$ cat src/logic/cpu_pkg.sv
package cpu_pkg;

    localparam int xlen    = 32;
    localparam int imem_aw = 8;                        // 256 words
    localparam int dmem_aw = 8;                        // 256 words

    localparam logic [xlen-1:0] reset_pc    = 32'h8000_0000;
    localparam logic [xlen-1:0] inst_ebreak = 32'h0010_0073;

    localparam logic [6:0] op_rtype  = 7'b0110011;
    localparam logic [6:0] op_itype  = 7'b0010011;
    localparam logic [6:0] op_lui    = 7'b0110111;
    localparam logic [6:0] op_auipc  = 7'b0010111;
    localparam logic [6:0] op_jal    = 7'b1101111;
    localparam logic [6:0] op_branch = 7'b1100011;
    localparam logic [6:0] op_load   = 7'b0000011;
    localparam logic [6:0] op_store  = 7'b0100011;
    localparam logic [6:0] op_system = 7'b1110011;

    localparam logic [2:0] alu_add    = 3'd0;
    localparam logic [2:0] alu_sub    = 3'd1;
    localparam logic [2:0] alu_and    = 3'd2;
    localparam logic [2:0] alu_or     = 3'd3;
    localparam logic [2:0] alu_xor    = 3'd4;
    localparam logic [2:0] alu_slt    = 3'd5;
    localparam logic [2:0] alu_pass_b = 3'd6;

    // B-type shares the S layout, J-type shares the U layout
    typedef union packed {
        logic [31:0] raw;
        struct packed {
            logic [6:0] funct7;
            logic [4:0] rs2;
            logic [4:0] rs1;
            logic [2:0] funct3;
            logic [4:0] rd;
            logic [6:0] opcode;
        } r_fmt;
        struct packed {
            logic [11:0] imm12;
            logic [4:0]  rs1;
            logic [2:0]  funct3;
            logic [4:0]  rd;
            logic [6:0]  opcode;
        } i_fmt;
        struct packed {
            logic [6:0] imm_hi;
            logic [4:0] rs2;
            logic [4:0] rs1;
            logic [2:0] funct3;
            logic [4:0] imm_lo;
            logic [6:0] opcode;
        } s_fmt;
        struct packed {
            logic [19:0] imm20;
            logic [4:0]  rd;
            logic [6:0]  opcode;
        } u_fmt;
    } inst_u;

endpackage
$ cat src/logic/ctrl_if.sv
interface ctrl_if;

    logic [2:0]              alu_op;
    logic                    src_a_pc;                 // Operand A is the PC
    logic                    src_b_imm;                // Operand B is the immediate
    logic [cpu_pkg::xlen-1:0] imm;
    logic                    jump;
    logic                    branch;
    logic                    branch_ne;
    logic                    mem_ren;
    logic                    mem_wen;
    logic                    reg_wen;

    modport dec (
        output alu_op, src_a_pc, src_b_imm, imm, jump, branch, branch_ne,
               mem_ren, mem_wen, reg_wen
    );

    modport exe (
        input alu_op, src_a_pc, src_b_imm, imm, jump, branch, branch_ne, mem_ren
    );

    modport mem (input mem_ren, mem_wen);

    modport rf (input reg_wen);

endinterface

$ cat src/logic/reg_file.sv
module reg_file (
    input  logic                     clk       ,
    input  logic                     rst_n     ,
    input  logic [4:0]               rs1       ,
    input  logic [4:0]               rs2       ,
    input  logic [4:0]               rd        ,
    input  logic [cpu_pkg::xlen-1:0] rd_value  ,
    output logic [cpu_pkg::xlen-1:0] rs1_value ,
    output logic [cpu_pkg::xlen-1:0] rs2_value ,
    output logic [cpu_pkg::xlen-1:0] a0_value  ,
    ctrl_if.rf                       ctrl
);

    logic [cpu_pkg::xlen-1:0] regs [0:31];

    always_ff @(posedge clk) begin
        if (!rst_n) begin
            for (int i = 0; i < 32; i++) begin
                regs[i] <= '0;
            end
        end else if (ctrl.reg_wen && rd != 5'd0) begin
            regs[rd] <= rd_value;
        end
    end

    assign rs1_value = (rs1 == 5'd0) ? '0 : regs[rs1];
    assign rs2_value = (rs2 == 5'd0) ? '0 : regs[rs2];
    assign a0_value  = regs[10];                       // Trap result

endmodule

$ cat src/flat_wrapper.sv
// flat-port wrapper written by rule: the top's interface ports become plain ports
module reg_file_flat 
  (clk, rst_n, rs1, rs2, rd, rd_value, rs1_value, rs2_value, a0_value, ctrl_reg_wen);
  ctrl_if ctrl_i ();
  input  logic clk;
  input  logic rst_n;
  input  logic [4:0] rs1;
  input  logic [4:0] rs2;
  input  logic [4:0] rd;
  input  logic [cpu_pkg::xlen-1:0] rd_value;
  output logic [cpu_pkg::xlen-1:0] rs1_value;
  output logic [cpu_pkg::xlen-1:0] rs2_value;
  output logic [cpu_pkg::xlen-1:0] a0_value;
  input wire logic [$bits(ctrl_i.reg_wen)-1:0] ctrl_reg_wen;
  assign ctrl_i.reg_wen = ctrl_reg_wen;
  reg_file u_core (.clk(clk), .rst_n(rst_n), .rs1(rs1), .rs2(rs2), .rd(rd), .rd_value(rd_value), .rs1_value(rs1_value), .rs2_value(rs2_value), .a0_value(a0_value), .ctrl(ctrl_i));
endmodule
$ cat config.mk
export PLATFORM = sky130hd
export DESIGN_NAME = reg_file_flat
export DESIGN_NICKNAME = d
export VERILOG_FILES = /design/src/logic/cpu_pkg.sv /design/src/logic/ctrl_if.sv /design/src/logic/reg_file.sv /design/src/flat_wrapper.sv
export SDC_FILE = /design/constraint.sdc
export NUM_CORES = 2
export LEC_CHECK = 0
export BUFFER_PORTS_ARGS = -buffer_cell sky130_fd_sc_hd__buf_2
export CELL_PAD_IN_SITES_DETAIL_PLACEMENT = 1
export CELL_PAD_IN_SITES_GLOBAL_PLACEMENT = 1
export CORE_AREA = 5 5 567 289
export CTS_CLUSTER_DIAMETER = 30
export CTS_CLUSTER_SIZE = 30
export DETAILED_ROUTE_END_ITERATION = 7
export DIE_AREA = 0 0 572 294
export GPL_ROUTABILITY_DRIVEN = 0
export PLACE_DENSITY = 0.55
export RECOVER_POWER = 100
export SLEW_MARGIN = 20
export SYNTH_ARGS = -nofsm -noshare
export SYNTH_HDL_FRONTEND = slang
export SYNTH_SLANG_ARGS = --single-unit
export TNS_END_PERCENT = 30
$ cat constraint.sdc
create_clock -name clk -period 4.5 [get_ports clk]
set_clock_uncertainty 0.05 [all_clocks]
set_input_delay 0.45 -clock clk [delete_from_list [all_inputs] [get_ports clk]]
set_output_delay 0.45 -clock clk [all_outputs]
set_load 0.02 [all_outputs]
After elaboration in Yosys (flattened, before gate mapping)
Memory sizes are Yosys's and may differ from the RTL's. Cells that the tools add are included.

Flip-flop bits (word level): 0. Bits in writable memories: 1024. Input bits: 50. Output and inout bits: 96. Word-level logic and storage cells: 15. Memories kept: 1.

Mux-type cells: 9. Reductions and logical operators: 5.

Memories: u_core.regs (depth 32, width 32, read ports 3, clocked after memory_dff 0, wr ports 32, RTL line reg_file.sv:14) `logic [cpu_pkg::xlen-1:0] regs [0:31];`.

Operators with widths (number): $mux 32 (3); $reduce_or 32->1 (1); $logic_not 5->1 (2); $mux 1 (5); $mux 5 (1); $reduce_bool 5->1 (1); $logic_and 1x1->1 (1).

Longest topological paths before layout
Depth in word-level cells: 7. Gate-level depth with buffers: 8. Mapped depth without buffers: 4.

Worst setup path before layout
Ideal clock, no wire load.

Path type: input port to flip-flop. From: in rst_n. To: mem u_core.regs[24][0] in the netlist's numbering, enable pin. Setup time: 0.466 ns. Data arrival time: 3.493 ns. Required time: 3.984 ns. Path slack: 0.491 ns. Cell stages on the path: 5. Path buffers: 2. Cell sequence: buf_2 nand2_1 or3_1 buf_2 o21ai_0.

RTL lines: start, declared (RTL line flat_wrapper.sv:6) `input logic rst_n;`; end, declared (RTL line reg_file.sv:14).

Worst setup path in the final report
From: in rs1[2]. To: out rs1_value[3] in the netlist's numbering.

Longest elaborated chain between the ends: 2. Elaborated cells between the ends (all ways): 3. Classes of those cells: mux (1); reduce/logical (1); memory (1).

RTL lines: start, declared (RTL line flat_wrapper.sv:7) `input logic [4:0] rs1;`; $mem_v2 32x32 / $logic_not 5->1 (equally long branches); $mux 32 * (RTL line reg_file.sv:26) `assign rs1_value = (rs1 == 5'd0) ? '0 : regs[rs1];`; end, declared (RTL line flat_wrapper.sv:11) `output logic [cpu_pkg::xlen-1:0] rs1_value;`.

Every way passes the cells marked *; elsewhere a longest branch is shown, timed or not.

==> results.toml <==
[outcome]
status = "finished with violations"
violations = "max-capacitance violations, max-slew violations"

[die]
std_cell_rows = 104
die_area_sq_mm = 0.1682
ios = 146
core_sq_mm = 0.1589
initial_core_util_pct = 34.63
die_w_um = 572
fp.dieH_um = 294

[routing]
ant_nets = 0
vias_per_cell = 5.993
vias = 36923
drtIter0Drc = 4996
drc_errors = 0
wirelength_mm = 221.5
drtPass1Iterations = 5
wl_per_cell_um = 35.95

[flow_run]
cap_violations = 58

[sta]
fmax_ghz = 0.2375
finalMaxSlewViolations = 1739
rsz0062_at_grt = "false"
tightest_slew_ns = 3.338
setup_violations = 0
finalHoldViolCount = 0
period_share_pct = 93.55
maxSlewHeadroom_pct = -122.5
min_period_ns = 4.210
fin_setup_tns_ns = 0

[clock_network]
cts_made_buffers = 172
clock-sinks = 1024
holdBufCountCts = 0
cts_max_level = 4
cts_tree = "yes"
cts-root-buf = "clkbuf_16"
clk_pin_slew_ns = 0.06
cts_resized = 0
cts.path.max_buffers = 4
post_cts_buffers = 0

[layout]
reg_top3 = "u_core.regs: 1024 flops"
multiInputGateArea_sq_mm = 0.02276
drive_gt1_share_pct = 22.47
area_delta_synth_final_pct = 16.06
regMostFlops = "u_core.regs"
layout.nets = 3955
stdcell_count = 6161
seqCellArea_sq_mm = 0.03075
largest_reg_flops = 1024
fillers = 15916

[critical_path]
critPathSlowestCell = "or3b_1"
worstSetupStartpoint = "rs1[2]"
cp-start-kind = "input pin"
cp_cell_sequence = "buf_8 > or3b_1 > clkbuf_2 > o221ai_1 > a221oi_1 > a211oi_1 > clkbuf_1"
max_stage_delay_ns = 0.82
crit_required_ns = 4.00
critPathKind = "in -> out"
path_max_fanout = 41
endpoint_kind = "output pin"
cp.arrival_ns = 3.71

[pwr]
peakVddDrop_mv = 0.3392
powerDensity_mw_per_mm2 = 433.9
power.leakage_nw = 21.92

[global_route]
grt.total_usage_pct = 25.91
grt_pass1_wl_mm = 306.6
grt_pass1_vias = 37104
grt_max_degree = 83
gr-total-overflow = 0
antenna_found_initial = 15

[yosys]
ys_warn_count = 0
netlist_area_sq_mm = 0.05503
ys_seq_elements = 1024
netlist-cell-type-count = 40
synth_cells = 3792
postSynthAreaPerCell_sq_um = 14.51
ys_seq_area_share_pct = 55.88

[min_path]
min_from = "rd_value[2]"
hold_class = "in -> reg"

[placement]
hpwl_mm = 137.7
io_buffers = 145
dpl.cell_count = 5851
[path summary, 6_finish.rpt]
kind	depth (start not counted)	endpoint
setup / recovery	7	rs1_value[3]
hold / removal	2	u_core.regs[29][2]
[stage by stage]
stage	total power, mW	hold WS (ns)	area (sq um)	worst slack, ns	utilization (%)
finish	27.71	0.2718	63870	0.2902	40.20
global route	28.53	0.2728	63830	0.3653	40.18
CTS	27.90	0.2325	64600	0.5323	40.66
detailed placement	14.56	0.9194	58960	0.5275	37.11
global placement	14.55	0.9279	58960	0.5352	37.11
floorplan	13.19	0.5982	55140	0.4909	-
[synthesized netlist by cell type]
library cell	count	share of area [%]
buf_1	4	0.027
o21ai_0	78	0.71
nand3_1	1	0.0091
a221oi_2	13	0.35
and2_1	994	11
mux2i_1	320	5.8
nor2_1	37	0.25
or3b_1	2	0.032
nand2_1	92	0.63
nand2b_1	1	0.011
mux4_2	298	12
a221oi_1	38	0.60
nor2b_1	36	0.41
conb_1	1	0.0068
mux4_1	54	2.6
buf_4	41	0.56
mux2_2	64	1.3
buf_2	64	0.58
a21oi_1	32	0.29
inv_1	3	0.020
edfxtp_1	1024	56
clkbuf_4	1	0.014
o221ai_1	64	1.0
o21ai_1	4	0.036
or2_2	1	0.011
a22oi_1	64	0.87
nand4b_1	2	0.032
or3_1	3	0.034
o2111ai_1	13	0.21
nand4_1	33	0.38
clkbuf_2	7	0.064
buf_6	15	0.31
or3b_2	2	0.032
clkbuf_1	283	1.9
and3_1	1	0.011
nand3b_1	4	0.055
a311oi_1	32	0.51
or4_4	1	0.020
and2b_1	1	0.014
a211oi_1	64	0.87
[worst max-delay path: cells and delay by family]
family / cells / cell delay [ns]
AO/OA/AOI/OAI: 3 / 1.17
AND/OR/NAND/NOR: 1 / 0.82
buffers and inverters: 3 / 1.23
[where the power goes]
part / switching, mW / total, mW / internal (mW)
sequential: 0.325 / 11.4 / 11.1
clock: 5.15 / 13.3 / 8.19
combinational: 1.91 / 2.98 / 1.07
[kinds of logic after synthesis]
kind of cell           count (synthesis)  share of synthesized area (%)
AO/OA/AOI/OAI                        402                          5.477
buffers and inverters                418                          3.504
flip-flops                          1024                          55.88
multiplexers                         736                          21.91
other                                  1                       0.006815
AND/OR/NAND/NOR                     1211                          13.23
[cell usage in the layout (no fill, tap or decap), drive strengths merged, types with 33 or more instances in the layout]
master / count
a211oi: 64
clkbuf: 320
nand4: 33
o21ai: 82
nor2: 37
buf: 183
inv: 38
mux2i: 320
a221oi: 51
and2: 994
edfxtp: 1024
nand2: 92
mux4: 352
o221ai: 64
nor2b: 36
mux2: 64
a22oi: 64
clkinv: 46
[area by class of cell]
cell class / count / share of cell area (%)
Antenna cell: 13 / 0.05094
Clock buffer: 183 / 6.871
Clock inverter: 114 / 1.973
Inverter: 3 / 0.02155
Multi-Input combinational cell: 2381 / 35.63
Sequential cell: 1024 / 48.15
Tap cell: 2120 / 4.153
Timing Repair Buffer: 323 / 3.150
[metal layers]
metal	wire length, um	vias up	GRT usage [%]
met1	102400	19768	39.34
met5	0	-	0
met3	22340	320	7.221
li1	-	14882	-
met2	91070	1953	36.35
met4	5738	0	6.410
No activity file was read; power rests on OpenSTA's default activity.
