$ cat src/logic/cpu_pkg.sv
package cpu_pkg;

    localparam int xlen    = 32;
    localparam int imem_aw = 8;                        // 256 words
    localparam int dmem_aw = 8;                        // 256 words

    localparam logic [xlen-1:0] reset_pc    = 32'h8000_0000;
    localparam logic [xlen-1:0] inst_ebreak = 32'h0010_0073;

    localparam logic [6:0] op_rtype  = 7'b0110011;
    localparam logic [6:0] op_itype  = 7'b0010011;
    localparam logic [6:0] op_lui    = 7'b0110111;
    localparam logic [6:0] op_auipc  = 7'b0010111;
    localparam logic [6:0] op_jal    = 7'b1101111;
    localparam logic [6:0] op_branch = 7'b1100011;
    localparam logic [6:0] op_load   = 7'b0000011;
    localparam logic [6:0] op_store  = 7'b0100011;
    localparam logic [6:0] op_system = 7'b1110011;

    localparam logic [2:0] alu_add    = 3'd0;
    localparam logic [2:0] alu_sub    = 3'd1;
    localparam logic [2:0] alu_and    = 3'd2;
    localparam logic [2:0] alu_or     = 3'd3;
    localparam logic [2:0] alu_xor    = 3'd4;
    localparam logic [2:0] alu_slt    = 3'd5;
    localparam logic [2:0] alu_pass_b = 3'd6;

    // B-type shares the S layout, J-type shares the U layout
    typedef union packed {
        logic [31:0] raw;
        struct packed {
            logic [6:0] funct7;
            logic [4:0] rs2;
            logic [4:0] rs1;
            logic [2:0] funct3;
            logic [4:0] rd;
            logic [6:0] opcode;
        } r_fmt;
        struct packed {
            logic [11:0] imm12;
            logic [4:0]  rs1;
            logic [2:0]  funct3;
            logic [4:0]  rd;
            logic [6:0]  opcode;
        } i_fmt;
        struct packed {
            logic [6:0] imm_hi;
            logic [4:0] rs2;
            logic [4:0] rs1;
            logic [2:0] funct3;
            logic [4:0] imm_lo;
            logic [6:0] opcode;
        } s_fmt;
        struct packed {
            logic [19:0] imm20;
            logic [4:0]  rd;
            logic [6:0]  opcode;
        } u_fmt;
    } inst_u;

endpackage
$ cat src/logic/ctrl_if.sv
interface ctrl_if;

    logic [2:0]              alu_op;
    logic                    src_a_pc;                 // Operand A is the PC
    logic                    src_b_imm;                // Operand B is the immediate
    logic [cpu_pkg::xlen-1:0] imm;
    logic                    jump;
    logic                    branch;
    logic                    branch_ne;
    logic                    mem_ren;
    logic                    mem_wen;
    logic                    reg_wen;

    modport dec (
        output alu_op, src_a_pc, src_b_imm, imm, jump, branch, branch_ne,
               mem_ren, mem_wen, reg_wen
    );

    modport exe (
        input alu_op, src_a_pc, src_b_imm, imm, jump, branch, branch_ne, mem_ren
    );

    modport mem (input mem_ren, mem_wen);

    modport rf (input reg_wen);

endinterface

$ cat src/logic/exec_unit.sv
module exec_unit (
    input  logic [cpu_pkg::xlen-1:0] pc         ,
    input  logic [cpu_pkg::xlen-1:0] rs1_value  ,
    input  logic [cpu_pkg::xlen-1:0] rs2_value  ,
    input  logic [cpu_pkg::xlen-1:0] mem_rdata  ,
    output logic [cpu_pkg::xlen-1:0] alu_result ,
    output logic [cpu_pkg::xlen-1:0] rd_value   ,
    output logic [cpu_pkg::xlen-1:0] dnpc       ,
    ctrl_if.exe                      ctrl
);

    logic [cpu_pkg::xlen-1:0] src_a;
    logic [cpu_pkg::xlen-1:0] src_b;
    logic [cpu_pkg::xlen-1:0] snpc;
    logic [cpu_pkg::xlen-1:0] target;
    logic                     taken;

    assign src_a = ctrl.src_a_pc  ? pc       : rs1_value;
    assign src_b = ctrl.src_b_imm ? ctrl.imm : rs2_value;

    always_comb begin
        case (ctrl.alu_op)
            cpu_pkg::alu_add:    alu_result = src_a + src_b;
            cpu_pkg::alu_sub:    alu_result = src_a - src_b;
            cpu_pkg::alu_and:    alu_result = src_a & src_b;
            cpu_pkg::alu_or:     alu_result = src_a | src_b;
            cpu_pkg::alu_xor:    alu_result = src_a ^ src_b;
            cpu_pkg::alu_slt:    alu_result = {31'b0, $signed(src_a) < $signed(src_b)};
            cpu_pkg::alu_pass_b: alu_result = src_b;
            default:             alu_result = '0;
        endcase
    end

    assign taken  = ctrl.branch && ((rs1_value == rs2_value) ^ ctrl.branch_ne);
    assign snpc   = pc + 32'd4;
    assign target = pc + ctrl.imm;

    assign dnpc = (ctrl.jump || taken) ? target : snpc;

    // Link address for JAL, else load data or ALU
    always_comb begin
        if (ctrl.jump) begin
            rd_value = snpc;
        end else if (ctrl.mem_ren) begin
            rd_value = mem_rdata;
        end else begin
            rd_value = alu_result;
        end
    end

endmodule

$ cat src/flat_wrapper.sv
// flat-port wrapper written by rule: the top's interface ports become plain ports
module exec_unit_flat 
  (pc, rs1_value, rs2_value, mem_rdata, alu_result, rd_value, dnpc, ctrl_alu_op, ctrl_src_a_pc, ctrl_src_b_imm, ctrl_imm, ctrl_jump, ctrl_branch, ctrl_branch_ne, ctrl_mem_ren);
  ctrl_if ctrl_i ();
  input  logic [cpu_pkg::xlen-1:0] pc;
  input  logic [cpu_pkg::xlen-1:0] rs1_value;
  input  logic [cpu_pkg::xlen-1:0] rs2_value;
  input  logic [cpu_pkg::xlen-1:0] mem_rdata;
  output logic [cpu_pkg::xlen-1:0] alu_result;
  output logic [cpu_pkg::xlen-1:0] rd_value;
  output logic [cpu_pkg::xlen-1:0] dnpc;
  input wire logic [$bits(ctrl_i.alu_op)-1:0] ctrl_alu_op;
  input wire logic [$bits(ctrl_i.src_a_pc)-1:0] ctrl_src_a_pc;
  input wire logic [$bits(ctrl_i.src_b_imm)-1:0] ctrl_src_b_imm;
  input wire logic [$bits(ctrl_i.imm)-1:0] ctrl_imm;
  input wire logic [$bits(ctrl_i.jump)-1:0] ctrl_jump;
  input wire logic [$bits(ctrl_i.branch)-1:0] ctrl_branch;
  input wire logic [$bits(ctrl_i.branch_ne)-1:0] ctrl_branch_ne;
  input wire logic [$bits(ctrl_i.mem_ren)-1:0] ctrl_mem_ren;
  assign ctrl_i.alu_op = ctrl_alu_op;
  assign ctrl_i.src_a_pc = ctrl_src_a_pc;
  assign ctrl_i.src_b_imm = ctrl_src_b_imm;
  assign ctrl_i.imm = ctrl_imm;
  assign ctrl_i.jump = ctrl_jump;
  assign ctrl_i.branch = ctrl_branch;
  assign ctrl_i.branch_ne = ctrl_branch_ne;
  assign ctrl_i.mem_ren = ctrl_mem_ren;
  exec_unit u_core (.pc(pc), .rs1_value(rs1_value), .rs2_value(rs2_value), .mem_rdata(mem_rdata), .alu_result(alu_result), .rd_value(rd_value), .dnpc(dnpc), .ctrl(ctrl_i));
endmodule
$ cat config.mk
export PLATFORM = sky130hd
export DESIGN_NAME = exec_unit_flat
export DESIGN_NICKNAME = d
export VERILOG_FILES = /design/src/logic/cpu_pkg.sv /design/src/logic/ctrl_if.sv /design/src/logic/exec_unit.sv /design/src/flat_wrapper.sv
export SDC_FILE = /design/constraint.sdc
export NUM_CORES = 1
export LEC_CHECK = 0
export BUFFER_PORTS_ARGS = -buffer_cell sky130_fd_sc_hd__buf_2
export CORE_MARGIN = 5
export CORE_UTILIZATION = 41
export DETAILED_ROUTE_END_ITERATION = 12
export PLACE_DENSITY = 0.65
export REMOVE_ABC_BUFFERS = 1
export SLEW_MARGIN = 20
export SYNTH_ARGS = -nofsm -noshare
export SYNTH_HDL_FRONTEND = slang
export SYNTH_SLANG_ARGS = --single-unit
$ cat constraint.sdc
create_clock -name vclk -period 6.2
set_input_delay 0.62 -clock vclk [all_inputs]
set_output_delay 0.62 -clock vclk [all_outputs]
set_load 0.1 [all_outputs]
Yosys cells after proc, flatten, opt, wreduce, memory -nomap -nowiden
Cells that the tools add are included.
{"block": "word_totals", "ff_bits": 0, "input_bits": 169, "out_inout_bits": 96, "wordCells": 25}
{"block": "classes", "add_sub_neg": 4, "magnitude_cmp": 1, "n_eq_ne": 7, "mux": 6, "bitwise_logic": 4, "n_reduce_logical": 3}
{"cell": "case mux 32 bit (7 select lines)", "n": 1}
{"cell": "2-to-1 mux 32 bit", "n": 5}
{"cell": "adder 32 bit", "n": 2}
{"cell": "adder 32 x 3 -> 32 bit, second input constant", "n": 1}
{"cell": "AND 32 bit", "n": 1}
{"cell": "== test 32 bit", "n": 1}
{"cell": "less-than comparator 32 bit", "n": 1}
{"cell": "OR 32 bit", "n": 1}
{"cell": "subtractor 32 bit", "n": 1}
{"cell": "bitwise XOR 32 bit", "n": 1}
{"cell": "== test 3 bit, second input constant", "n": 3}
{"cell": "== test 3 x 2 -> 1 bit, second input constant", "n": 2}
{"cell": "== test 3 x 1 -> 1 bit, second input constant", "n": 1}
{"cell": "zero test 3 bit", "n": 1}
{"cell": "logical AND 1 bit", "n": 1}
{"cell": "logical OR 1 bit", "n": 1}
{"cell": "bitwise XOR 1 bit", "n": 1}

Depth between registers and ports, before layout
{"block": "logic_depth", "depth_word": 5, "depth_mapped": 18, "depth_no_buf": 15}

Least setup slack after synthesis
Ideal clock, no wire load.
{"block": "synth_timing", "path_type": "in2out", "startpoint": "input port ctrl_src_b_imm", "endpoint": "output port rd_value[18] (netlist name)", "arrival_time_ns": 9.013, "slack_ns": -3.433, "stages": 15, "path_cell_list": "clkbuf_1 -> buf_1 -> clkbuf_1 -> mux2i_1 -> ha_1 -> clkbuf_1 -> nor2b_1 -> o21ai_0 -> o211ai_1 -> o31ai_1 -> o31ai_1 -> o311ai_0 -> mux2_2 -> nor2_1 -> a21oi_1"}
{"block": "synth_via", "elab_chain_len": 5}
{"element": "start, declared", "line": "flat_wrapper.sv:14", "source": "input wire logic [$bits(ctrl_i.src_b_imm)-1:0] ctrl_src_b_imm;"}
{"element": "2-to-1 mux 32 bit *", "line": "exec_unit.sv:19", "source": "assign src_b = ctrl.src_b_imm ? ctrl.imm : rs2_value;"}
{"element": "subtractor 32 bit, or another cell as far along", "line": "exec_unit.sv:24", "source": "cpu_pkg::alu_sub: alu_result = src_a - src_b;"}
{"element": "case mux 32 bit (7 select lines) *", "line": "exec_unit.sv:22", "source": "case (ctrl.alu_op)"}
{"element": "named net alu_result (one bit)", "line": "flat_wrapper.sv:9", "source": "output logic [cpu_pkg::xlen-1:0] alu_result;"}
{"element": "2-to-1 mux 32 bit *", "line": "exec_unit.sv:44", "source": "end else if (ctrl.mem_ren) begin"}
{"element": "2-to-1 mux 32 bit *", "line": "exec_unit.sv:42", "source": "if (ctrl.jump) begin"}
{"element": "end, declared", "line": "flat_wrapper.sv:10", "source": "output logic [cpu_pkg::xlen-1:0] rd_value;"}
Mark *: on every way through the listed nets, which the timed path passes. The rest lies on a longest branch.

Final worst setup path
{"block": "layout_timing", "startpoint": "input port ctrl_src_b_imm", "endpoint": "output port rd_value[18] (netlist name)"}
{"block": "layout_via", "elab_chain_len": 5}
{"element": "2-to-1 mux 32 bit *", "line": "exec_unit.sv:19"}
{"element": "subtractor 32 bit, or another cell as far along", "line": "exec_unit.sv:24"}
{"element": "case mux 32 bit (7 select lines) *", "line": "exec_unit.sv:22"}
{"element": "2-to-1 mux 32 bit *", "line": "exec_unit.sv:44"}
{"element": "2-to-1 mux 32 bit *", "line": "exec_unit.sv:42"}
Mark *: on every way between the ends. The rest lies on a longest branch, timed or not.

==> results.cfg <==
[detailed_routing]
wl_per_cell_um = 22.76
dr.first_iter.drc_count = 1313
drc = 0
final_antenna_net_count = 0
first_pass_iters = 7
route.vias.total = 11660
wl_um = 43340
via_per_inst = 6.126

[final_layout]
fin_cells = 1904
flops_and_latches = 0
fillers = 2425
n_clock_buffer = 0
drive_gt1_share_pct = 19.85
ff_latch_area_um2 = 0
multi_input_area_mm2 = 0.008663
fin_nets = 1936
utilization_pct = 48.80
synthToLayoutAreaGrowth_pct = 17.47

[place]
gp_congestion = 0.9780
place_hpwl_um = 36170
io_buffers = 265
place_inst = 1902

[global_route]
grt_usage_pct = 30.97
grt_antenna_before_repair = 2
grt_pass1_wl_um = 64630
grt_pass1_vias = 10820
grt_max_degree = 56
grt_overflow = 0

[die]
die_w_um = 161.2
num_rows = 55
core_area_mm2 = 0.02257
die_y_um = 161.2
die_area_mm2 = 0.02600
start_util_pct = 41.55
io_pins = 265

[hold_path]
hp-class = in2out
min_from = mem_rdata[24]
hold_depth = 3
holdPathEnd = rd_value[24]

[synth]
ys_top_cells_by_area = ha_1 (19%), mux2i_1 (9.1%), a21oi_1 (8.1%), xnor2_1 (6.7%), nor2_1 (5.4%)
yosysTopAreaCellShare_pct = 19.35
ys_types = 68
avgSynthCellArea_um2 = 6.651
yosys.area.top_type = ha_1
syn_area_mm2 = 0.009378
netlist_instances = 1410
ys_warn_count = 0
yosysSeqAreaShare_pct = 0

[critical_path]
startpoint_type = input port
crit_start = ctrl_src_b_imm
cp_max_fo = 22
endpoint_kind = output pin
cp.required_ns = 5.58
worstSetupPathType = in2out
cp.arrival_ns = 5.29

[timing]
relSlewSlack_pct = 21.15
fin_crit_sh_pct = 95.26
setup_viol = 0
rsz0062_at_grt = false
tns_ns = 0
fmax_mhz = 169.3
hold_viol = 0
slew_viol_final = 0
fin_crit_ns = 5.906
tightestPinTransition_ns = 1.168
whs_ns = 1.692

[run_status]
status = complete, no violations

[clocking]
cts_setup_buffers = 0
cts_hold_buf = 0
cts.repair.resized = 0

[run]
maxCapViolCount = 0

[power_and_ir_drop]
p_per_area_mw_per_mm2 = 190.4
ir_worst_vdd_uv = 155.6
power_w = 0.002098
leakage_nw = 5.430
==> logic make-up after synthesis <==
logic type | synth area share (%)
adders and majority gates | 19.99
AOI/OAI and AO/OA | 33.38
and+or+nand+nor | 18.91
muxes | 10.75
buffers and inverters | 7.632
xor gates and xnor gates | 9.340
==> layout by cell type, fill, tap and decap left out, drive strengths merged, types with 5 or more instances in the layout <==
| cell type | n |
|---|---|
| a211o | 5 |
| a211oi | 18 |
| a21o | 35 |
| a21oi | 151 |
| a221oi | 6 |
| a22oi | 9 |
| a31oi | 9 |
| and2 | 5 |
| and3 | 11 |
| buf | 286 |
| ha | 145 |
| inv | 110 |
| mux2 | 12 |
| mux2i | 85 |
| nand2 | 116 |
| nand2b | 9 |
| nand3 | 31 |
| nand4 | 18 |
| nor2 | 134 |
| nor2b | 11 |
| nor3 | 24 |
| nor4 | 12 |
| o211ai | 14 |
| o21a | 17 |
| o21ai | 86 |
| o21bai | 23 |
| o221a | 10 |
| o221ai | 15 |
| o22ai | 32 |
| o31a | 8 |
| o31ai | 9 |
| or3 | 8 |
| xnor2 | 72 |
| xor2 | 28 |
==> routing by layer <==
layer	vias to the layer above	track usage (%)	part of all wire [%]
li1	5513	-	-
met1	5536	45.77	46
met2	565	49.94	44
met3	49	3.241	8.6
met4	0	3.800	1.5
met5	-	0	0
==> cells in the mapped netlist, types with 3 or more instances <==
library cell / n
o31ai_1: 9
and2_1: 5
or2_2: 3
a21oi_1: 151
o221a_2: 10
nor2b_1: 10
ha_1: 145
nor4_1: 12
a21o_1: 35
a31oi_1: 9
clkbuf_1: 62
nor3_1: 23
nand3_1: 31
o311a_1: 3
nor3b_1: 4
o22ai_1: 32
o21ai_0: 85
a221oi_1: 6
a211oi_1: 18
o21a_1: 17
buf_1: 15
xor2_1: 28
nor2_1: 134
a32oi_1: 3
mux2i_1: 85
nand4_1: 18
a22oi_1: 9
fa_1: 3
o21bai_1: 23
o211ai_1: 14
mux2_2: 12
inv_1: 110
o31a_1: 8
or3_1: 7
xnor2_1: 72
nand2b_1: 9
and3_1: 11
o2111ai_1: 3
o311ai_0: 3
o221ai_1: 15
a211o_1: 5
nand2_1: 116
==> area by class of cell <==
class                      instances  area share (%)
timing repair buffer             286           14.29
antenna                            2         0.04543
tap                              285           3.237
inverter                         111           3.782
multi-input combinational       1220           78.65
==> report_power, final <==
part / switching, W / internal, W
combinational: 0.00156 / 0.000540
clock: 0 / 0.0000000000433
sequential: 0 / 0
total: 0.00156 / 0.000540
==> metrics by stage <==
step                instance area, µm²  setup slack, ns
floorplan                         9079           -2.367
global placement                 11010           0.5601
detailed placement               11010           0.5181
CTS                              11010           0.5182
global route                     11020           0.1697
finish                           11020           0.2938
==> critical path: stages <==
cell	delay, ns
buf_2	0.29
buf_4	0.43
mux2i_1	0.43
ha_1	0.39
inv_1	0.15
a21oi_1	0.33
o21bai_1	0.13
a221oi_1	0.30
o31ai_1	0.22
o311ai_0	1.03
mux2_2	0.31
nor2_1	0.04
a21oi_1	0.14
buf_2	0.44
==> how the worst max path moves through the flow <==
| stage | to | slack (ns) | cells past startpoint |
|---|---|---|---|
| floorplan | rd_value[6] | -2.37 | 13 |
| global placement | alu_result[24] | 0.56 | 15 |
| detailed placement | rd_value[29] | 0.52 | 16 |
| CTS | rd_value[18] | 0.52 | 17 |
| global route | rd_value[29] | 0.17 | 16 |
| finish | rd_value[18] | 0.29 | 14 |
No activity file was read; power rests on OpenSTA's default activity.
