==> config.mk <==
export PLATFORM = sky130hd
export DESIGN_NAME = inst_decode_flat
export DESIGN_NICKNAME = d
export VERILOG_FILES = /design/src/logic/cpu_pkg.sv /design/src/logic/ctrl_if.sv /design/src/logic/inst_decode.sv /design/src/flat_wrapper.sv
export SDC_FILE = /design/constraint.sdc
export NUM_CORES = 1
export LEC_CHECK = 0
export ABC_AREA = 1
export BUFFER_PORTS_ARGS = -buffer_cell sky130_fd_sc_hd__buf_2
export CAP_MARGIN = 20
export CORE_MARGIN = 1.5
export CORE_UTILIZATION = 33
export DETAILED_ROUTE_END_ITERATION = 6
export GPL_TIMING_DRIVEN = 0
export PLACE_DENSITY = 0.8
export SLEW_MARGIN = 20
export SYNTH_ARGS = -nofsm -noshare
export SYNTH_HDL_FRONTEND = slang
export SYNTH_SLANG_ARGS = --single-unit
==> constraint.sdc <==
create_clock -name vclk -period 0.9
set_clock_uncertainty 0.15 [all_clocks]
set_input_delay 0.045 -clock vclk [all_inputs]
set_output_delay 0.045 -clock vclk [all_outputs]
set_load 0.1 [all_outputs]
==> src/logic/cpu_pkg.sv <==
package cpu_pkg;

    localparam int xlen    = 32;
    localparam int imem_aw = 8;                        // 256 words
    localparam int dmem_aw = 8;                        // 256 words

    localparam logic [xlen-1:0] reset_pc    = 32'h8000_0000;
    localparam logic [xlen-1:0] inst_ebreak = 32'h0010_0073;

    localparam logic [6:0] op_rtype  = 7'b0110011;
    localparam logic [6:0] op_itype  = 7'b0010011;
    localparam logic [6:0] op_lui    = 7'b0110111;
    localparam logic [6:0] op_auipc  = 7'b0010111;
    localparam logic [6:0] op_jal    = 7'b1101111;
    localparam logic [6:0] op_branch = 7'b1100011;
    localparam logic [6:0] op_load   = 7'b0000011;
    localparam logic [6:0] op_store  = 7'b0100011;
    localparam logic [6:0] op_system = 7'b1110011;

    localparam logic [2:0] alu_add    = 3'd0;
    localparam logic [2:0] alu_sub    = 3'd1;
    localparam logic [2:0] alu_and    = 3'd2;
    localparam logic [2:0] alu_or     = 3'd3;
    localparam logic [2:0] alu_xor    = 3'd4;
    localparam logic [2:0] alu_slt    = 3'd5;
    localparam logic [2:0] alu_pass_b = 3'd6;

    // B-type shares the S layout, J-type shares the U layout
    typedef union packed {
        logic [31:0] raw;
        struct packed {
            logic [6:0] funct7;
            logic [4:0] rs2;
            logic [4:0] rs1;
            logic [2:0] funct3;
            logic [4:0] rd;
            logic [6:0] opcode;
        } r_fmt;
        struct packed {
            logic [11:0] imm12;
            logic [4:0]  rs1;
            logic [2:0]  funct3;
            logic [4:0]  rd;
            logic [6:0]  opcode;
        } i_fmt;
        struct packed {
            logic [6:0] imm_hi;
            logic [4:0] rs2;
            logic [4:0] rs1;
            logic [2:0] funct3;
            logic [4:0] imm_lo;
            logic [6:0] opcode;
        } s_fmt;
        struct packed {
            logic [19:0] imm20;
            logic [4:0]  rd;
            logic [6:0]  opcode;
        } u_fmt;
    } inst_u;

endpackage
==> src/logic/ctrl_if.sv <==
interface ctrl_if;

    logic [2:0]              alu_op;
    logic                    src_a_pc;                 // Operand A is the PC
    logic                    src_b_imm;                // Operand B is the immediate
    logic [cpu_pkg::xlen-1:0] imm;
    logic                    jump;
    logic                    branch;
    logic                    branch_ne;
    logic                    mem_ren;
    logic                    mem_wen;
    logic                    reg_wen;

    modport dec (
        output alu_op, src_a_pc, src_b_imm, imm, jump, branch, branch_ne,
               mem_ren, mem_wen, reg_wen
    );

    modport exe (
        input alu_op, src_a_pc, src_b_imm, imm, jump, branch, branch_ne, mem_ren
    );

    modport mem (input mem_ren, mem_wen);

    modport rf (input reg_wen);

endinterface

==> src/logic/inst_decode.sv <==
module inst_decode (
    input  logic [cpu_pkg::xlen-1:0] inst ,
    output logic [4:0]               rs1  ,
    output logic [4:0]               rs2  ,
    output logic [4:0]               rd   ,
    output logic                     halt ,
    ctrl_if.dec                      ctrl
);

    cpu_pkg::inst_u           word;
    logic [cpu_pkg::xlen-1:0] imm_i;
    logic [cpu_pkg::xlen-1:0] imm_s;
    logic [cpu_pkg::xlen-1:0] imm_b;
    logic [cpu_pkg::xlen-1:0] imm_u;
    logic [cpu_pkg::xlen-1:0] imm_j;
    logic                     wen_raw;

    assign word = inst;

    assign rs1  = word.r_fmt.rs1;
    assign rs2  = word.r_fmt.rs2;
    assign rd   = word.r_fmt.rd;
    assign halt = word.raw == cpu_pkg::inst_ebreak;

    assign imm_i = {{20{word.i_fmt.imm12[11]}}, word.i_fmt.imm12};
    assign imm_s = {{20{word.s_fmt.imm_hi[6]}}, word.s_fmt.imm_hi, word.s_fmt.imm_lo};
    assign imm_b = {{19{word.s_fmt.imm_hi[6]}}, word.s_fmt.imm_hi[6], word.s_fmt.imm_lo[0],
                    word.s_fmt.imm_hi[5:0], word.s_fmt.imm_lo[4:1], 1'b0};
    assign imm_u = {word.u_fmt.imm20, 12'b0};
    assign imm_j = {{11{word.u_fmt.imm20[19]}}, word.u_fmt.imm20[19], word.u_fmt.imm20[7:0],
                    word.u_fmt.imm20[8], word.u_fmt.imm20[18:9], 1'b0};

    always_comb begin
        ctrl.alu_op    = cpu_pkg::alu_add;
        ctrl.src_a_pc  = 1'b0;
        ctrl.src_b_imm = 1'b0;
        ctrl.imm       = imm_i;
        ctrl.jump      = 1'b0;
        ctrl.branch    = 1'b0;
        ctrl.branch_ne = 1'b0;
        ctrl.mem_ren   = 1'b0;
        ctrl.mem_wen   = 1'b0;
        wen_raw        = 1'b0;
        case (word.r_fmt.opcode)
            cpu_pkg::op_rtype: begin
                wen_raw = 1'b1;
                case (word.r_fmt.funct3)
                    3'b000:  ctrl.alu_op = word.r_fmt.funct7[5] ? cpu_pkg::alu_sub
                                                                : cpu_pkg::alu_add;
                    3'b111:  ctrl.alu_op = cpu_pkg::alu_and;
                    3'b110:  ctrl.alu_op = cpu_pkg::alu_or;
                    3'b100:  ctrl.alu_op = cpu_pkg::alu_xor;
                    3'b010:  ctrl.alu_op = cpu_pkg::alu_slt;
                    default: wen_raw     = 1'b0;       // Shifts and sltu unsupported
                endcase
            end
            cpu_pkg::op_itype: begin
                ctrl.src_b_imm = 1'b1;
                wen_raw        = word.i_fmt.funct3 == 3'b000;   // ADDI only
            end
            cpu_pkg::op_lui: begin
                ctrl.alu_op    = cpu_pkg::alu_pass_b;
                ctrl.src_b_imm = 1'b1;
                ctrl.imm       = imm_u;
                wen_raw        = 1'b1;
            end
            cpu_pkg::op_auipc: begin
                ctrl.src_a_pc  = 1'b1;
                ctrl.src_b_imm = 1'b1;
                ctrl.imm       = imm_u;
                wen_raw        = 1'b1;
            end
            cpu_pkg::op_jal: begin
                ctrl.imm  = imm_j;
                ctrl.jump = 1'b1;
                wen_raw   = 1'b1;
            end
            cpu_pkg::op_branch: begin
                ctrl.imm       = imm_b;
                ctrl.branch    = word.s_fmt.funct3[2:1] == 2'b00;   // BEQ and BNE
                ctrl.branch_ne = word.s_fmt.funct3[0];
            end
            cpu_pkg::op_load: begin
                ctrl.src_b_imm = 1'b1;
                ctrl.mem_ren   = word.i_fmt.funct3 == 3'b010;
                wen_raw        = ctrl.mem_ren;
            end
            cpu_pkg::op_store: begin
                ctrl.src_b_imm = 1'b1;
                ctrl.imm       = imm_s;
                ctrl.mem_wen   = word.s_fmt.funct3 == 3'b010;
            end
            default: ;                                 // EBREAK and unknown opcodes
        endcase
    end

    assign ctrl.reg_wen = wen_raw && (rd != 5'd0);

endmodule

==> src/flat_wrapper.sv <==
// flat-port wrapper written by rule: the top's interface ports become plain ports
module inst_decode_flat 
  (inst, rs1, rs2, rd, halt, ctrl_alu_op, ctrl_src_a_pc, ctrl_src_b_imm, ctrl_imm, ctrl_jump, ctrl_branch, ctrl_branch_ne, ctrl_mem_ren, ctrl_mem_wen, ctrl_reg_wen);
  ctrl_if ctrl_i ();
  input  logic [cpu_pkg::xlen-1:0] inst;
  output logic [4:0] rs1;
  output logic [4:0] rs2;
  output logic [4:0] rd;
  output logic halt;
  output wire logic [$bits(ctrl_i.alu_op)-1:0] ctrl_alu_op;
  output wire logic [$bits(ctrl_i.src_a_pc)-1:0] ctrl_src_a_pc;
  output wire logic [$bits(ctrl_i.src_b_imm)-1:0] ctrl_src_b_imm;
  output wire logic [$bits(ctrl_i.imm)-1:0] ctrl_imm;
  output wire logic [$bits(ctrl_i.jump)-1:0] ctrl_jump;
  output wire logic [$bits(ctrl_i.branch)-1:0] ctrl_branch;
  output wire logic [$bits(ctrl_i.branch_ne)-1:0] ctrl_branch_ne;
  output wire logic [$bits(ctrl_i.mem_ren)-1:0] ctrl_mem_ren;
  output wire logic [$bits(ctrl_i.mem_wen)-1:0] ctrl_mem_wen;
  output wire logic [$bits(ctrl_i.reg_wen)-1:0] ctrl_reg_wen;
  assign ctrl_alu_op = ctrl_i.alu_op;
  assign ctrl_src_a_pc = ctrl_i.src_a_pc;
  assign ctrl_src_b_imm = ctrl_i.src_b_imm;
  assign ctrl_imm = ctrl_i.imm;
  assign ctrl_jump = ctrl_i.jump;
  assign ctrl_branch = ctrl_i.branch;
  assign ctrl_branch_ne = ctrl_i.branch_ne;
  assign ctrl_mem_ren = ctrl_i.mem_ren;
  assign ctrl_mem_wen = ctrl_i.mem_wen;
  assign ctrl_reg_wen = ctrl_i.reg_wen;
  inst_decode u_core (.inst(inst), .rs1(rs1), .rs2(rs2), .rd(rd), .halt(halt), .ctrl(ctrl_i));
endmodule
==> metrics.md, run 1 <==
| Metric | Value |
|---|---|
| Post-synthesis average cell area | around 5 sq um |
| Top-count cell post-synth | nand2_1 |
| I/O Pins | 91 |
| Status | did not finish |
| DP Wirelength | about 3000 microns |
| Post-synth top area share | 0.156 |
| Synthesis Warnings | 0 |
| Register area share after synthesis | 0 |
| Syn_nets | between 150 and 200 |
| Placer Congestion | 0.791 |
| Mapped cell area | approximately 840 sq um |
| Tool error message | [ERROR DPL-0038] Utilization greater than 100%, impossible to legalize |
| Synth Instances | around 170 |
| Last flow stage reached | clock tree synthesis (4_1_cts) |
| IO Port Bufs | 91 |
| Most frequent cells after synthesis | 35 x nand2_1, 28 x inv_1, 22 x nor2_1 |
| Number of distinct library cells after synthesis | 22 |
| Synth top area cells | nand2_1 16%, buf_4 15%, inv_1 13% |
| Rows | 18 |
| Post_cts resized | about 240 |
| Initial Utilization | 0.346 |
| Die Wd | ~53 microns |
| Post-CTS Hold Buffers | 0 |
| Setup bufs post-CTS | 19 |
| Post-synth top area cell | nand2_1 |
| Die Y-Extent | 53.5 microns |
[metrics by stage]
step	worst slack, ns	cells	cell area, sq um	util
global placement	-0.844	288	2000	0.820
detailed placement	-0.856	288	2000	0.820
floorplan	-0.835	167	1500	-
[kinds of logic after synthesis]
family / synth area share
buffers and inverters: 0.312
AOI/OAI and AO/OA: 0.135
and+or+nand+nor: 0.552
==> run 2, diff against run 1 <==
--- a/config.mk
+++ b/config.mk
@@ -8,11 +8,11 @@
 export ABC_AREA = 1
 export BUFFER_PORTS_ARGS = -buffer_cell sky130_fd_sc_hd__buf_2
 export CAP_MARGIN = 20
-export CORE_MARGIN = 1.5
-export CORE_UTILIZATION = 33
+export CORE_AREA = 2 2 63 65
 export DETAILED_ROUTE_END_ITERATION = 6
+export DIE_AREA = 0 0 65 67
 export GPL_TIMING_DRIVEN = 0
-export PLACE_DENSITY = 0.8
+export PLACE_DENSITY_LB_ADDON = 0.15
 export SLEW_MARGIN = 20
 export SYNTH_ARGS = -nofsm -noshare
 export SYNTH_HDL_FRONTEND = slang
==> constraint.sdc (replaced) <==
create_clock -name vclk -period 1.2
set_clock_uncertainty 0.15 [all_clocks]
set_input_delay 0.06 -clock vclk [all_inputs]
set_output_delay 0.06 -clock vclk [all_outputs]
set_load 0.1 [all_outputs]
==> run 2 against run 1 <==
  * The flow now finishes, with violations (negative setup slack)
  * Synthesized area is the same
  * Synthesized cell count stayed put
==> metrics.md, run 2 <==
| Metric | Value |
|---|---|
| Final worst path period need | 1.43 ns |
| I/O Pins | 91 |
| Antenna Cells | 0 |
| Hold_sp | inst[5] |
| Setup ws final | -0.231 ns |
| Die Y-Extent | roughly 67 microns |
| Via Count | approximately 1600 |
| Total power | 1.65 mW |
| Global-route wire length before repair | a little over 8000 microns |
| Buf/Inv on CP | 5 |
| Post-synth top area cell | nand2_1 |
| Pwr dens | slightly above 500 nW/um^2 |
| Crit path max fanout | 8 |
| Synthesis Warnings | 0 |
| CP startpoint kind | primary input |
| Status | finished with violations |
| Synth top area cells | nand2_1 16%, buf_4 15%, inv_1 13% |
| Pleak | 1.49 nW |
| Total iterations of the first detailed-routing run | 4 |
| Worst Path Arrival | roughly 1.2 ns |
| Antenna violations before repair | 0 |
| Multi-input logic area | around 1300 sq um |
| Top-count cell post-synth | nand2_1 |
| Final slew viol count | 0 |
| Number of distinct library cells after synthesis | 22 |
| Worst-path cell chain | buf_12, inv_12, nand3_4, nor2_8, nor2_4, buf_12, buf_12, nand2_8, o21ai_4, buf_12 |
| IO Port Bufs | a little over 90 |
| Final Core Density | 0.902 |
| Reg area | 0 sq um |
| Most frequent cells in the layout | 42 x buf_12, 41 x buf_2, 34 x buf_4 |
| Measured slew at the worst slew-check pin | ~0.51 ns |
| Area of the die | 4360 sq um |
| Die Wd | approximately 65 microns |
| Critical path's slowest cell | buf_12 |
| Endpoints failing hold | 0 |
| Total Wirelength | 6360 microns |
| Top delay family on crit path | buffers and inverters |
| Syn_nets | 199 |
| Crit path kind | in -> out |
| Largest net degree at the start of global routing | 9 |
| Clock buffers | 0 |
| Post-synthesis average cell area | about 5 sq um |
| Core region area | between 3000 and 4000 sq um |
| Hold Crit Class | in -> out |
| Register area share after synthesis | 0 |
| Max cap viols | 0 |
| DP Wirelength | 3150 microns |
| CP endpoint kind | output pin |
| Worst path most repeated cell | buf_12 |
| Failing checks | negative setup slack |
| Global Route Usage Sum | 0.240 |
| Filler instances | 142 |
| # setup viols final | 40 |
| Initial DRC Count | 44 |
| Sequential cells | 0 |
| RSZ-0062 raised after global routing | yes |
| Area Overhead vs Synth | 287% |
| Initial Utilization | 0.233 |
| Post-CTS Hold Buffers | 0 |
| # nets final | ~320 |
| Final cycle utilization of the critical path | 1.19 |
| # DRC | 0 |
| Vias in the first global route | between 1500 and 2000 |
| Vias/cell | 4.89 |
| IR drop worst, VDD | about 0.34 mV |
| Largest stage delay on the critical path | approximately 0.17 ns |
| Most common cell after layout, fill and taps aside | buf_12 |
| Share of layout cells above drive strength 1 | 0.847 |
| Synth Instances | 167 |
| Placer Congestion | between 0.7 and 0.8 |
| Mapped cell area | about 840 sq um |
| WL/cell | 18.9 microns |
| Congestion Overflow GR | 0 |
| Worst EP required | slightly below 1 ns |
| Rows | 22 |
| Post-synth top area share | 0.156 |
| Post-DRT Antenna Nets | 0 |
| Sink of the worst hold path | ctrl_src_a_pc |
| Max Freq | 699 MHz |
| Slew headroom | 0.663 |
| Worst hold slack | 0.306 ns |
| Most frequent cells after synthesis | 35 x nand2_1, 28 x inv_1, 22 x nor2_1 |
| Hold depth | 3 |
-- run 2: cell counts after synthesis --
No cell type changed its count.
-- run 2: cell type report --
type,count,share of cell area
buffer,21,0.0681
multi-input combinational,117,0.415
timing repair buffer,121,0.452
tap,48,0.0185
inverter,29,0.0465
-- run 2: power breakdown --
| group | internal [mW] | switching [mW] | total, mW | leakage (nW) |
|---|---|---|---|---|
| clock network | 0 | 0 | 0 | 0 |
| registers | 0 | 0 | 0 | 0 |
| logic | 0.538 | 1.11 | 1.65 | 1.49 |
| total | 0.538 | 1.11 | 1.65 | 1.49 |
-- run 2: logic make-up (layout without fill, tap and decap cells) --
kind of cell	count (synthesis)	after routing	synth area share
AND/OR/NAND/NOR	95	95	0.552
buffers and inverters	50	171	0.312
AO/OA/AOI/OAI	22	22	0.135
-- run 2: how the worst max path moves through the flow --
stage,from,end,slack (ns),cells after the start
global placement,inst[4],ctrl_imm[1],-0.64,11
floorplan,inst[3],ctrl_mem_ren,-0.57,6
global route,inst[31],halt,-0.27,7
finish,inst[4],ctrl_imm[12],-0.23,10
CTS,inst[0],ctrl_imm[16],-0.25,11
detailed placement,inst[4],ctrl_imm[1],-0.64,11
-- run 2: routing by layer --
layer,vias to the layer above,wire [microns],global-route usage
met5,-,0,0
met4,0,177,0.0532
met3,13,275,0.0253
met2,70,3730,0.512
met1,796,2180,0.243
li1,764,-,-
-- run 2: stage by stage --
stage | setup TNS [ns] | std cells | cell area, sq um | setup slack [ns]
after global routing | -8.16 | 336 | 3250 | -0.268
after CTS | -5.02 | 328 | 3050 | -0.246
after global placement | -18.07 | 306 | 1980 | -0.644
after detailed placement | -18.18 | 306 | 1980 | -0.644
final | -7.02 | 336 | 3250 | -0.231
after floorplan | -8.24 | 167 | 1460 | -0.565
-- run 2: timing repair --
| action | 4_1_cts | 5_1_grt |
|---|---|---|
| gates cloned | 4 | 0 |
| endpoints found under the setup margin | 43 | 42 |
| setup buffers | 18 | 12 |
| endpoints found under the hold margin | 0 | 0 |
| pin swaps | 21 | 14 |
| gates resized for setup | 226 | 34 |
-- run 2: tightest hold or removal path, stage by stage --
cell    delay [ns]
buf_6         0.13
nor2_4        0.05
buf_12        0.15
Power figures use the tool's default switching activity.
==> run 3, diff against run 2 <==
--- a/config.mk
+++ b/config.mk
@@ -11,7 +11,6 @@
 export CORE_AREA = 2 2 63 65
 export DETAILED_ROUTE_END_ITERATION = 6
 export DIE_AREA = 0 0 65 67
-export GPL_TIMING_DRIVEN = 0
 export PLACE_DENSITY_LB_ADDON = 0.15
 export SLEW_MARGIN = 20
 export SYNTH_ARGS = -nofsm -noshare
==> constraint.sdc (replaced) <==
create_clock -name vclk -period 1.4
set_clock_uncertainty 0.15 [all_clocks]
set_input_delay 0.07 -clock vclk [all_inputs]
set_output_delay 0.07 -clock vclk [all_outputs]
set_load 0.1 [all_outputs]
==> run 3 against run 2 <==
  * The run now ends clean
  * Via count shrank 7.5%
  * Critical path depth is the same
  * Non-clock buffer count shrank 8
  * Worst hold slack gained 0.0074 ns
  * Design area shrank 11%
  * Die area is the same
  * Critical path type unchanged
  * Largest power group unchanged
==> metrics.md, run 3 (synthesis results as in run 2) <==
| Metric | Value |
|---|---|
| Clock share of power | 0 |
| Post-DRT Antenna Nets | 0 |
| Vias/cell | 4.63 |
| # setup viols final | 0 |
| Most common cell after layout, fill and taps aside | buf_12 |
| Pint | ~0.43 mW |
| Initial DRC Count | 35 |
| Measured slew at the worst slew-check pin | 0.495 ns |
| Combinational power share | 1.000 |
| Worst-path cell chain | buf_12, inv_12, nand2_4, nor2_4, buf_6, nand4_1, nand2_1, nor2_2, nand2_4, buf_12 |
| Max Freq | roughly 720 MHz |
| Core region area | 3610 sq um |
| Post-CTS Hold Buffers | 0 |
| # DRC | 0 |
| Die Wd | 65 microns |
| Pwr dens | 455 nW/um^2 |
| Hold_sp | inst[5] |
| Reg power frac | 0 |
| Final worst path period need | between 1 and 1.5 ns |
| Filler instances | roughly 220 |
| Status | complete, no violations |
| Congestion Overflow GR | 0 |
| Global-route wire length before repair | 7000 microns |
| Via Count | approximately 1500 |
| Vias in the first global route | about 1500 |
| Pleak | around 1.4 nW |
| Net Sw Frac | 0.678 |
| Reg area | 0 sq um |
| Critical path's slowest cell | nor2_4 |
| # nets final | roughly 310 |
| Crit path max fanout | 7 |
| IO Port Bufs | a little over 90 |
| Crit path kind | in -> out |
| Worst Path Arrival | around 1.2 ns |
| Dpl ws | -0.0920 ns |
| Final Core Density | 0.805 |
| Clock buffers | 0 |
| M1 GR Usage | 0.214 |
| Hold Crit Class | in -> out |
| WL/cell | 14.9 microns |
| Largest net degree at the start of global routing | 12 |
| CP startpoint kind | primary input |
| Die Y-Extent | between 60 and 70 microns |
| Grt met3 use | 0.0270 |
| Global Route Usage Sum | 0.201 |
| Share of layout cells above drive strength 1 | 0.761 |
| DP Wirelength | between 3000 and 4000 microns |
| Final slew viol count | 0 |
| RSZ-0062 raised after global routing | yes |
| Worst EP required | between 1 and 1.5 ns |
| Antenna Cells | 0 |
| CP endpoint kind | output pin |
| Final cycle utilization of the critical path | 0.990 |
| Rows | 22 |
| Max cap viols | 0 |
| Initial Utilization | 0.233 |
| Antenna violations before repair | 0 |
| Critical Path Source | inst[3] |
| Gr busiest metal | met2 |
| GRT met2 Usage | 0.430 |
| I/O Pins | 91 |
| Total Wirelength | 4870 microns |
| Slew headroom | 0.672 |
| Most frequent cells in the layout | 48 x buf_12, 41 x buf_2, 34 x buf_4 |
| P_sw | between 0.8 and 0.9 mW |
| Largest stage delay on the critical path | 0.24 ns |
| Setup ws final | about 0.014 ns |
| IR drop worst, VDD | a little over 0.3 mV |
| Total iterations of the first detailed-routing run | 4 |
| Area Overhead vs Synth | 245% |
| Placer Congestion | 0.807 |
| Sequential cells | 0 |
| Area of the die | about 4400 sq um |
| Endpoints failing hold | 0 |
[run 3: through the flow]
step                instances  power (mW)  hold WS [ns]  instance area, sq um  setup TNS, ns
floorplan                 167       0.849        0.0878                  1380          -3.12
global placement          321        1.25         0.378                  2650         -0.831
detailed placement        321        1.26         0.375                  2650          -1.52
CTS                       326        1.28         0.351                  2770              0
global route              328        1.36         0.324                  2900         -0.229
finish                    328        1.32         0.313                  2900              0
[run 3: what timing repair did]
item                       CTS  global route
resized for setup           19            26
pin swaps                    5            12
setup endpoints to repair   27            30
gates cloned                 0             1
setup buffers                6             2
[run 3: final timing paths]
| kind | cells past startpoint | slack [ns] | end |
|---|---|---|---|
| worst max-delay path | 10 | 0.01 | ctrl_imm[1] |
| worst min-delay path | 3 | 0.31 | ctrl_src_a_pc |
[run 3: final cells by class]
type	instances	area [sq um]	area share
Inverter	29	136	0.0470
Timing Repair Buffer	134	1570	0.540
Tap cell	48	60.1	0.0207
Multi-Input combinational cell	117	1140	0.393
[run 3: power by group through the flow]
stage | logic, mW | registers (mW) | clock network [mW]
after floorplan | 0.849 | 0 | 0
after global placement | 1.25 | 0 | 0
after detailed placement | 1.26 | 0 | 0
after CTS | 1.28 | 0 | 0
after global routing | 1.36 | 0 | 0
final | 1.32 | 0 | 0
[run 3: per-layer routing]
metal | part of all wire | wire length (microns)
met2 | 0.58 | 2840
met1 | 0.36 | 1760
met3 | 0.053 | 258
met5 | 0 | 0
met4 | 0.0037 | 18
[run 3: critical path, delay by kind of cell]
kind	cells	cell delay, ns
AND/OR/NAND/NOR	6	0.60
buffers and inverters	4	0.50
==> run 4, diff against run 3 <==
--- a/config.mk
+++ b/config.mk
@@ -5,7 +5,7 @@
 export SDC_FILE = /design/constraint.sdc
 export NUM_CORES = 1
 export LEC_CHECK = 0
-export ABC_AREA = 1
+export ABC_AREA = 0
 export BUFFER_PORTS_ARGS = -buffer_cell sky130_fd_sc_hd__buf_2
 export CAP_MARGIN = 20
 export CORE_AREA = 2 2 63 65
==> run 4 against run 3 <==
  * The run now ends with negative setup slack left
  * Worst setup slack worse by 0.22 ns
  * Final cell count down 13%
  * Design area down 2.5%
  * Wire length about the same
  * Non-clock buffer count up 14
  * Largest cell class unchanged
  * Total power down 0.67%
  * First-iteration DRC count up 20%
  * Fmax down 14%
  * Highest routed layer unchanged
  * Utilization down 2.0 points
  * Largest power group unchanged
==> metrics.md, run 4 <==
| Metric | Value |
|---|---|
| Congestion Overflow GR | 0 |
| Placer Congestion | around 0.86 |
| Setup ws final | -0.204 ns |
| Mapped cell area | around 780 sq um |
| Most frequent cells after synthesis | 20 x a21o_1, 18 x buf_4, 11 x nor2_1 |
| Slew headroom | 0.673 |
| Number of cells after detailed placement | 273 |
| Number of distinct library cells after synthesis | 37 |
| Buf/Inv on CP | 4 |
| CP endpoint kind | output pin |
| Antenna Cells | 0 |
| Post-synthesis average cell area | between 6 and 7 sq um |
| Worst-path cell chain | buf_8, buf_4, nor4_4, buf_6, nor2_4, a22o_4, buf_12 |
| Rows | 22 |
| Endpoints failing hold | 0 |
| Share of layout cells above drive strength 1 | 0.912 |
| Worst Path Arrival | roughly 1.4 ns |
| Combinational power share | 1.000 |
| Initial DRC Count | 42 |
| Post-DRT Antenna Nets | 0 |
| Pleak | around 1.3 nW |
| Post-synth top area cell | a21o_1 |
| WL/cell | 17.0 microns |
| Largest stage delay on the critical path | about 0.41 ns |
| Measured slew at the worst slew-check pin | about 0.49 ns |
| Reg area | 0 sq um |
| Critical path's slowest cell | nor4_4 |
| Max cap viols | 0 |
| Die Y-Extent | around 67 microns |
| Via Count | between 1000 and 1500 |
| Final worst path period need | between 1.5 and 2 ns |
| Top-count cell post-synth | a21o_1 |
| # setup viols final | 35 |
| Synth Instances | between 100 and 150 |
| Pint | between 0.4 and 0.5 mW |
| Core region area | roughly 3600 sq um |
| Worst hold slack | 0.392 ns |
| Dpl ws | -0.240 ns |
| Mux contribution to synthesized area | 0 |
| Top delay family on crit path | buffers and inverters |
| Status | finished with violations |
| Synth Area in Compound Gates | 0.335 |
| Fin cells | approximately 290 |
| Crit path kind | in -> out |
| Failing checks | negative setup slack |
| Synth top area cells | a21o_1 19%, buf_4 17%, nor2b_1 6.5% |
| Area of the die | approximately 4400 sq um |
| Adder-cell share of the synthesized area | 0 |
| CP startpoint kind | primary input |
| Clock share of power | 0 |
| Clock buffers | 0 |
| IR drop worst, VDD | slightly below 0.4 mV |
| Final slew viol count | 0 |
| Pwr dens | about 460 nW/um^2 |
| # nets final | 272 |
| Synth Area in Simple Gates | 0.426 |
| Largest net degree at the start of global routing | 12 |
| Sequential cells | 0 |
| Area Overhead vs Synth | 265% |
| Crit path max fanout | 5 |
| DP Wirelength | around 3600 microns |
| RSZ-0062 raised after global routing | yes |
| Antenna violations before repair | 0 |
| Initial Utilization | 0.215 |
| Hold Crit Class | in -> out |
| Worst EP required | roughly 1.2 ns |
| Final cycle utilization of the critical path | 1.15 |
| Vias/cell | between 4 and 5 |
| Register area share after synthesis | 0 |
| I/O Pins | approximately 90 |
| Largest family of logic cells by synthesized area | simple AND/OR/NAND/NOR gates |
| Most frequent cells in the layout | 43 x buf_12, 43 x buf_4, 42 x buf_2 |
| Net Sw Frac | 0.648 |
| Global Route Usage Sum | 0.212 |
| Total Wirelength | ~4900 microns |
| Syn_nets | approximately 150 |
| Die Wd | roughly 65 microns |
| IO Port Bufs | 91 |
| Global-route wire length before repair | slightly above 7000 microns |
| P_sw | approximately 0.85 mW |
| Total iterations of the first detailed-routing run | 4 |
| Filler instances | between 150 and 200 |
| # DRC | 0 |
| Synthesis Warnings | 0 |
| Vias in the first global route | ~1500 |
| Max Freq | between 600 and 700 MHz |
| Post-synth top area share | 0.194 |
| XOR/XNOR Fraction of Synth Area | 0.0113 |
| Reg power frac | 0 |
run 4: final timing paths:
check,from,endpoint,slack [ns],depth (start not counted)
max,inst[3],ctrl_imm[2],-0.20,7
min,inst[11],ctrl_imm[4],0.39,3
run 4: layout make-up:
type               instances  area (sq um)  area share
multi-input cells         88          1090       0.387
repair buffers           148          1670       0.590
well taps                 48          60.1      0.0212
inverters                  2          7.51     0.00265
run 4: cell families after synthesis:
family | after synthesis
compound gates | 35
xor+xnor | 1
buf+inv | 26
simple gates | 52
run 4: worst min-delay path, stage by stage:
cell and delay [ns]:
buf_2 0.10, a22o_4 0.13, buf_12 0.16
run 4: power by group through the flow:
stage	combinational (mW)	sequential, mW	clock (mW)
after global placement	1.20	0	0
after CTS	1.28	0	0
final	1.31	0	0
after global routing	1.35	0	0
after floorplan	0.842	0	0
after detailed placement	1.21	0	0
run 4: stage by stage:
stage / util / area, sq um / power [mW] / setup TNS (ns)
floorplan: - / 1230 / 0.842 / -4.87
global placement: 0.679 / 2450 / 1.20 / -5.93
detailed placement: 0.679 / 2450 / 1.21 / -6.64
CTS: 0.756 / 2730 / 1.28 / -4.74
global route: 0.785 / 2830 / 1.35 / -6.69
finish: 0.785 / 2830 / 1.31 / -5.46
run 4: what timing repair did:
action / in CTS / in global routing
pin swaps: 9 / 7
cloned: 1 / 1
setup buffers: 6 / 5
hold buffers: 0 / 0
setup endpoints to repair: 41 / 42
gates resized for setup: 52 / 11
run 4: per-layer routing:
layer | up-vias | GRT usage | wire [microns]
met1 | 677 | 0.235 | 1760
met3 | 8 | 0.0355 | 287
met4 | 0 | 0.0479 | 72
met5 | - | 0 | 0
li1 | 656 | - | -
met2 | 61 | 0.415 | 2760
